===== config.mk =====
export PLATFORM = sky130hd
export DESIGN_NAME = cps_decrypt_top
export DESIGN_NICKNAME = d
export VERILOG_FILES = /design/src/design/cps_crypt_pkg.sv /design/src/design/pipe_stage.sv /design/src/design/key_loader.sv /design/src/design/range_select.sv /design/src/design/feistel_pair.sv /design/src/design/cps_decrypt_top.sv
export VERILOG_INCLUDE_DIRS = /design/src /design/src/include
export SDC_FILE = /design/constraint.sdc
export NUM_CORES = 1
export LEC_CHECK = 0
export BUFFER_PORTS_ARGS = -buffer_cell sky130_fd_sc_hd__buf_2
export CAP_MARGIN = 10
export CORE_MARGIN = 5
export CORE_UTILIZATION = 40
export DETAILED_ROUTE_END_ITERATION = 10
export PLACE_DENSITY = 0.54
export SYNTH_ARGS = -nofsm -noshare
export SYNTH_HDL_FRONTEND = slang
export SYNTH_SLANG_ARGS = --single-unit

===== constraint.sdc =====
create_clock -name clk -period 7 [get_ports clk]
set_input_delay 1.05 -clock clk [delete_from_list [all_inputs] [get_ports clk]]
set_output_delay 1.05 -clock clk [all_outputs]
set_load 0.05 [all_outputs]

===== src/include/cps_crypt_cfg.svh =====
// Widths are fixed by the board; the range limit width must not exceed the address width
`ifndef CPS_CRYPT_CFG_SVH
`define CPS_CRYPT_CFG_SVH

// Word address seen by the opcode fetch
`define CRYPT_ADDR_W 24

// Ciphertext and plaintext word
`define CRYPT_DATA_W 16

// Bytes in one configuration stream
`define CRYPT_CFG_BYTES 20

// Range limit, compared with the top address bits
`define CRYPT_RANGE_W 16

`endif


===== src/design/cps_crypt_pkg.sv =====
// Needs include/ on the include path; the unscramble table assumes a 160-bit config vector
`include "cps_crypt_cfg.svh"

package cps_crypt_pkg;

    localparam int CFG_W = `CRYPT_CFG_BYTES * 8;          // Raw shift register width

    typedef logic [`CRYPT_DATA_W-1:0] word_t;              // One program word

    typedef struct packed {
        logic [`CRYPT_ADDR_W-1:0] addr;                    // Word address
        word_t                    data;                    // Fetched ciphertext
    } fetch_t;

    typedef struct packed {
        word_t           data;                             // Word being decrypted
        logic            enc;                              // Address inside encrypted range
        logic [3:0][7:0] rkey;                             // Round keys 3..0
    } keyed_t;

    // Every 16-bit config word k draws on a 16-bit window of raw starting at base,
    // with its two lowest bits borrowed from the window below
    function automatic logic [CFG_W-1:0] key_unscramble(input logic [CFG_W-1:0] raw);
        logic [CFG_W-1:0] cfg;
        int               base;
        int               off;
        for (int k = 0; k < CFG_W / 16; k++) begin
            case (k)
                0:       base = 128;                       // Key words come in swapped pairs
                1:       base = 144;
                2:       base = 96;
                3:       base = 112;
                4:       base = 80;
                5:       base = 64;
                6:       base = 48;
                7:       base = 32;
                8:       base = 16;
                default: base = 0;                         // Range limit word
            endcase
            for (int j = 0; j < 16; j++) begin
                if (j >= 10) off = 25 - j;                 // Upper six bits reversed
                else if (j >= 2) off = 9 - j;              // Middle eight reversed
                else off = -7 - j;                         // Borrowed from previous window
                cfg[16*k + j] = raw[(base + off + CFG_W) % CFG_W];
            end
        end
        return cfg;
    endfunction

endpackage


===== src/design/pipe_stage.sv =====
// Single entry register; holds one word and passes full throughput when drained every cycle
`timescale 1ns/1ps

module pipe_stage #(
    parameter type payload_t = logic [15:0]    // Carried word, any packed type
) (
    input  logic     clk,
    input  logic     rst,
    input  logic     in_valid,
    output logic     in_ready,
    input  payload_t in_data,
    output logic     out_valid,
    input  logic     out_ready,
    output payload_t out_data
);

    logic load;                                // Transfer into this stage

    // Free when empty or emptied this same cycle
    assign in_ready = !out_valid || out_ready;
    assign load     = in_valid && in_ready;

    always_ff @(posedge clk or posedge rst) begin
        if (rst) begin
            out_valid <= 1'b0;
        end else if (in_ready) begin
            out_valid <= in_valid;             // Refill or go empty
        end
    end

    // Payload only moves with a transfer, so it holds while stalled
    always_ff @(posedge clk) begin
        if (load) begin
            out_data <= in_data;
        end
    end

endmodule


===== src/design/key_loader.sv =====
// One byte per rising edge of din_we; outputs are only meaningful once all 20 bytes are in
`timescale 1ns/1ps
`include "cps_crypt_cfg.svh"

module key_loader (
    input  logic                      clk,
    input  logic                      rst,
    input  logic [7:0]                din,        // Config byte
    input  logic                      din_we,     // Write strobe, level held by host
    output logic [`CRYPT_RANGE_W-1:0] addr_rng,   // Last encrypted upper address
    output logic [63:0]               key         // Eight key bytes
);
    import cps_crypt_pkg::*;

    logic             last_we;                    // Strobe seen on previous clk
    logic             we_rise;                    // First cycle of a strobe
    logic [CFG_W-1:0] raw;                        // Bytes as they arrived
    logic [CFG_W-1:0] cfg;                        // Unscrambled config vector

    assign we_rise = din_we && !last_we;          // Long strobes count once

    always_ff @(posedge clk or posedge rst) begin
        if (rst) begin
            last_we <= 1'b0;
        end else begin
            last_we <= din_we;
        end
    end

    // New byte enters at the top, so the first byte ends lowest
    always_ff @(posedge clk or posedge rst) begin
        if (rst) begin
            raw <= '0;
        end else if (we_rise) begin
            raw <= {din, raw[CFG_W-1:8]};
        end
    end

    // Pure wiring in hardware, the table is a bit permutation
    assign cfg = key_unscramble(raw);

    assign key      = cfg[63:0];                              // Low four config words
    assign addr_rng = cfg[CFG_W-1 -: `CRYPT_RANGE_W];         // Top config word

endmodule


===== src/design/range_select.sv =====
// Stage 1; key and addr_rng are sampled with the word, so changes mid-stream affect later words
`timescale 1ns/1ps
`include "cps_crypt_cfg.svh"

module range_select (
    input  logic                      clk,
    input  logic                      rst,
    input  logic [63:0]               key,
    input  logic [`CRYPT_RANGE_W-1:0] addr_rng,
    input  logic                      in_valid,
    output logic                      in_ready,
    input  cps_crypt_pkg::fetch_t     in_fetch,
    output logic                      out_valid,
    input  logic                      out_ready,
    output cps_crypt_pkg::keyed_t     out_item
);
    import cps_crypt_pkg::*;

    keyed_t nxt;                               // Item before the stage register

    always_comb begin
        nxt.data = in_fetch.data;              // Ciphertext travels untouched here
        // Limit is inclusive
        nxt.enc  = in_fetch.addr[`CRYPT_ADDR_W-1 -: `CRYPT_RANGE_W] <= addr_rng;
        for (int i = 0; i < 4; i++) begin
            // Key byte i, its partner four up, and the low address byte
            nxt.rkey[i] = key[8*i +: 8] ^ key[8*(i+4) +: 8] ^ in_fetch.addr[7:0];
        end
    end

    pipe_stage #(
        .payload_t (keyed_t)
    ) u_reg (
        .clk       (clk),
        .rst       (rst),
        .in_valid  (in_valid),
        .in_ready  (in_ready),
        .in_data   (nxt),
        .out_valid (out_valid),
        .out_ready (out_ready),
        .out_data  (out_item)
    );

endmodule


===== src/design/feistel_pair.sv =====
// Two rounds per pass; PASS must be 0 or 1, and the halves are fixed at 8 bits
`timescale 1ns/1ps

module feistel_pair #(
    parameter int PASS = 0                     // 0 does rounds 0-1, 1 does rounds 2-3
) (
    input  logic                  clk,
    input  logic                  rst,
    input  logic                  in_valid,
    output logic                  in_ready,
    input  cps_crypt_pkg::keyed_t in_item,
    output logic                  out_valid,
    input  logic                  out_ready,
    output cps_crypt_pkg::keyed_t out_item
);
    import cps_crypt_pkg::*;

    localparam int K0 = 2 * PASS;              // First round key used here

    keyed_t nxt;                               // Item before the stage register
    word_t  mid;                               // After the first round of the pair

    // F(r, k) = rotl3(r ^ k) + k, wraps at 8 bits
    function automatic logic [7:0] f_mix(input logic [7:0] r, input logic [7:0] k);
        logic [7:0] x;
        x = r ^ k;
        return {x[4:0], x[7:5]} + k;
    endfunction

    // Halves swap, the old high half takes the mixed low half
    function automatic word_t feistel_round(input word_t w, input logic [7:0] k);
        return {w[7:0], w[15:8] ^ f_mix(w[7:0], k)};
    endfunction

    assign mid = feistel_round(in_item.data, in_item.rkey[K0]);

    always_comb begin
        nxt = in_item;                         // Flag and keys ride along
        if (in_item.enc) begin
            nxt.data = feistel_round(mid, in_item.rkey[K0+1]);
        end
    end

    pipe_stage #(
        .payload_t (keyed_t)
    ) u_reg (
        .clk       (clk),
        .rst       (rst),
        .in_valid  (in_valid),
        .in_ready  (in_ready),
        .in_data   (nxt),
        .out_valid (out_valid),
        .out_ready (out_ready),
        .out_data  (out_item)
    );

endmodule


===== src/design/cps_decrypt_top.sv =====
// Three cycles of latency; the key must be fully loaded before the first encrypted fetch
`timescale 1ns/1ps

module cps_decrypt_top (
    input  logic                  clk,
    input  logic                  rst,
    input  logic [7:0]            din,         // Config byte stream
    input  logic                  din_we,
    input  logic                  in_valid,
    output logic                  in_ready,
    input  cps_crypt_pkg::fetch_t in_fetch,
    output logic                  out_valid,
    input  logic                  out_ready,
    output cps_crypt_pkg::word_t  out_word     // Plaintext opcode word
);
    import cps_crypt_pkg::*;

    logic [15:0] addr_rng;                     // Encrypted range limit
    logic [63:0] key;

    logic        sel_valid;                    // Stage 1 to pass 0
    logic        sel_ready;
    keyed_t      sel_item;
    logic        p0_valid;                     // Pass 0 to pass 1
    logic        p0_ready;
    keyed_t      p0_item;
    keyed_t      p1_item;                      // Last stage output

    key_loader u_keys (
        .clk      (clk),
        .rst      (rst),
        .din      (din),
        .din_we   (din_we),
        .addr_rng (addr_rng),
        .key      (key)
    );

    range_select u_sel (
        .clk       (clk),
        .rst       (rst),
        .key       (key),
        .addr_rng  (addr_rng),
        .in_valid  (in_valid),
        .in_ready  (in_ready),
        .in_fetch  (in_fetch),
        .out_valid (sel_valid),
        .out_ready (sel_ready),
        .out_item  (sel_item)
    );

    feistel_pair #(.PASS(0)) pass0 (
        .clk       (clk),
        .rst       (rst),
        .in_valid  (sel_valid),
        .in_ready  (sel_ready),
        .in_item   (sel_item),
        .out_valid (p0_valid),
        .out_ready (p0_ready),
        .out_item  (p0_item)
    );

    feistel_pair #(.PASS(1)) pass1 (
        .clk       (clk),
        .rst       (rst),
        .in_valid  (p0_valid),
        .in_ready  (p0_ready),
        .in_item   (p0_item),
        .out_valid (out_valid),
        .out_ready (out_ready),
        .out_item  (p1_item)
    );

    assign out_word = p1_item.data;            // Keys and flag end here

endmodule


==> flow_summary.yaml <==
finish:
  fill_cells: 2656
  antennaDiodeCount: 0
  final_cell_mix: "dfrtp_1, mux2_2, xnor2_1"
  stdcell_count: 1354
  finalNetCount: 1041
  drive_above_1_share: 0.287
  final_common_cell: "dfrtp_1"
  syn_to_final_growth_pct: 14.8
clock_tree:
  htreeDepth: 1
  tritoncts: "built"
  cts_buffers: 30
  cts_setup_buffers: 0
  clk_path_buf_depth: 3
  clockRootBuffer: "clkbuf_16"
  cts.sinks: 262
  cts_resized: 0
  clkTransAtPathRegs_ns: 0.06
  holdBufCountCts: 0
  clk_latency_ns: 0.56
logic_synthesis:
  synthDistinctLibCells: 48
  syn-num-nets: 966
  synth.avg_cell_area_um2: 14.0
  async_flop_share: 0.626
  synth-main-ff-cell: "dfrtp_1"
  ys_seq_area_frac: 0.582
  netlist_area_um2: 12100
  syn_inst: 865
  yosysWarnings: 0
  synth-seq-cells: 262
  synth_edf_count: 98
setup_path:
  required_ns: 7.30
  critPathLaunchType: "flip-flop"
  path_cells: "xor2_1 -> ha_1 -> inv_1 -> fa_1 -> nor2b_1 -> o221ai_1 -> nand2b_1 -> a21oi_1 -> xnor2_1 -> xnor2_1 -> ha_1 -> a211oi_1 -> o21bai_1 -> nor4_1 -> nor3_1 -> nand3b_1 -> xnor2_1"
  critPathBufInv: 1
  cp.arrival_ns: 4.24
  cp_common_cell: "xnor2_1"
  crit_type: "flip-flop to flip-flop"
  crit_fanout: 2
  ff2ff_path_depth: 17
  reg2reg_slack_ns: 3.06
  end_kind: "flip-flop"
  r2r-end: "pass0.u_reg.out_data[40]$_DFFE_PP_"
  reg2reg_from: "u_sel.u_reg.out_data[38]$_DFFE_PP_"
  slowest_stage: "edfxtp_1"
  cpPeakStageDelay_ns: 0.44
  path_delay_family: "adder cells"
placement:
  gp_congestion: 0.797
  dpl.cell_count: 1298
  port_buffers: 70
  detailed_place_hpwl_mm: 15.7
global_routing:
  grt_max_degree: 176
  grt_pass1_vias: 6620
  grt-ovfl-total: 0
  grtUsageTotal: 0.130
  antenna_found_initial: 1
  grt_first_pass_wirelength_mm: 35.5
die:
  io_pins: 71
  die_y_um: 184
  fp.dieArea_um2: 33800
  rows: 63
  start_util: 0.407
  die_x_um: 184
  core_um2: 29700
timing:
  worst_pin_slew_ns: 0.870
  rsz0062_at_grt: "false"
  skew_ns: 0.0164
  slew_violations: 0
  period_share: 0.563
  final_hold_viol_count: 0
  relSlewSlack: 0.420
  setup_viol: 0
  max_freq_mhz: 254
  fin_setup_tns_ns: 0
  post-route-min-period_ns: 3.94
pwr:
  p_leak_nw: 5.75
  power_density_nw_per_um2: 560
  vdd_ir_drop_max_mv: 0.263
  pwr-share-clk: 0.202
  intPower_mw: 5.02
  seqPwrFrac: 0.346
  p_sw_mw: 2.77
  p_sw_frac: 0.355
  combPwrFrac: 0.451
flow_run:
  maxCapViolations: 0
drt:
  drt_iter0_markers: 238
  postRouteAntennaNets: 0
  routedWlPerCell_um: 16.3
  vias: 6493
  dr.pass1.iters: 4
  post-route-drc-count: 0
  viasPerCell: 4.80
  routed_wl_mm: 22.1
hold_path:
  min_path_type: "flip-flop to flip-flop"
  worstHoldEndpoint: "pass0.u_reg.out_data[19]$_DFFE_PP_"
  hold_depth: 0
  hold_start: "u_sel.u_reg.out_data[19]$_DFFE_PP_"
outcome:
  status: "completed"
[synth_stat cells, types with 3 or more instances]
cell type,number,area share
a211oi_1,3,0.0019
a21o_1,10,0.0062
a21oi_1,19,0.0079
and2_1,3,0.0016
buf_1,3,0.00093
buf_2,13,0.0054
clkbuf_1,15,0.0047
dfrtp_1,164,0.34
edfxtp_1,98,0.24
fa_1,4,0.0066
ha_1,44,0.046
inv_1,28,0.0087
mux2_2,147,0.14
nand2_1,43,0.013
nand2b_1,12,0.0062
nand3b_1,5,0.0031
nand4_1,3,0.0016
nor2_1,7,0.0022
nor2b_1,7,0.0036
nor4_1,5,0.0026
o211ai_1,4,0.0025
o21a_1,3,0.0019
o21ai_0,27,0.011
o21bai_1,4,0.0025
o221ai_1,3,0.0022
xnor2_1,131,0.095
xor2_1,29,0.021
[area by class of cell]
type | count | area [um2] | share of cell area
flip-flops and latches | 262 | 7050 | 0.507
multi-input cells | 543 | 4820 | 0.347
clock buffers | 43 | 892 | 0.0642
well taps | 390 | 488 | 0.0351
repair buffers | 75 | 400 | 0.0288
clock inverters | 13 | 141 | 0.0102
inverters | 28 | 110 | 0.00792
[kinds of logic after synthesis]
family | share of synthesized area
multiplexers | 0.137
buffers and inverters | 0.0203
AO/OA/AOI/OAI | 0.0463
AND/OR/NAND/NOR | 0.0425
adder cells (fa/ha/maj) | 0.0521
flip-flops | 0.582
XOR/XNOR | 0.120
[how the worst max path moves through the flow]
| stage | start | endpoint | slack (ns) | depth (start not counted) |
|---|---|---|---|---|
| 2_1_floorplan | rst | pass0.u_reg.out_valid$_DFFE_PP0P_ | 1.52 | 1 |
| 3_3_place_gp | pass0.u_reg.out_data[38]$_DFFE_PP_ | pass1.u_reg.out_data[39]$_DFFE_PP_ | 3.19 | 17 |
| 3_5_place_dp | u_sel.u_reg.out_data[38]$_DFFE_PP_ | pass0.u_reg.out_data[40]$_DFFE_PP_ | 3.07 | 17 |
| 4_1_cts | u_sel.u_reg.out_data[38]$_DFFE_PP_ | pass0.u_reg.out_data[40]$_DFFE_PP_ | 3.02 | 17 |
| 5_1_grt | u_sel.u_reg.out_data[38]$_DFFE_PP_ | pass0.u_reg.out_data[40]$_DFFE_PP_ | 2.76 | 17 |
| 6_report | u_sel.u_reg.out_data[38]$_DFFE_PP_ | pass0.u_reg.out_data[40]$_DFFE_PP_ | 3.06 | 17 |
[worst reg2reg max path, stage by stage (launching register included)]
cell and delay (ns):
edfxtp_1 0.44, xor2_1 0.19, ha_1 0.19, inv_1 0.06
fa_1 0.40, nor2b_1 0.19, o221ai_1 0.16, nand2b_1 0.10
a21oi_1 0.08, xnor2_1 0.23, xnor2_1 0.21, ha_1 0.30
a211oi_1 0.32, o21bai_1 0.16, nor4_1 0.26, nor3_1 0.07
nand3b_1 0.17, xnor2_1 0.15
[flip-flops by register name (all words and copies together), names as in the netlist]
signal / count
u_sel.u_reg.out_data: 49
u_keys.last_we: 1
u_keys.raw: 160
pass0.u_reg.out_data: 33
pass1.u_reg.out_valid: 1
u_sel.u_reg.out_valid: 1
pass0.u_reg.out_valid: 1
pass1.u_reg.out_data: 16
[routing by layer]
metal | GRT usage | share of wire | vias up
li1 | - | - | 3187
met3 | 0.0239 | 0.038 | 32
met5 | 0 | 0.00091 | -
met4 | 0.0296 | 0.017 | 2
met1 | 0.186 | 0.48 | 3188
met2 | 0.208 | 0.46 | 84
[power groups by stage]
stage / combinational [mW] / clock [mW] / sequential [mW]
2_1_floorplan: 2.72 / 0 / 2.77
3_5_place_dp: 3.54 / 0 / 2.74
5_1_grt: 3.89 / 1.70 / 2.78
4_1_cts: 3.57 / 1.63 / 2.71
6_report: 3.51 / 1.58 / 2.70
3_3_place_gp: 3.53 / 0 / 2.73
[metrics by stage]
step	util	hold WS, ns	cell area, um2	setup slack, ns	total power, mW
after detailed placement	0.433	0.405	12900	3.07	6.28
after CTS	0.468	0.415	13900	3.02	7.91
after global routing	0.468	0.432	13900	2.76	8.36
after global placement	0.433	0.402	12900	3.19	6.26
after floorplan	-	0.400	12100	1.52	5.48
final	0.468	0.417	13900	3.06	7.79
Note: power is estimated with default switching activity, not from simulation.
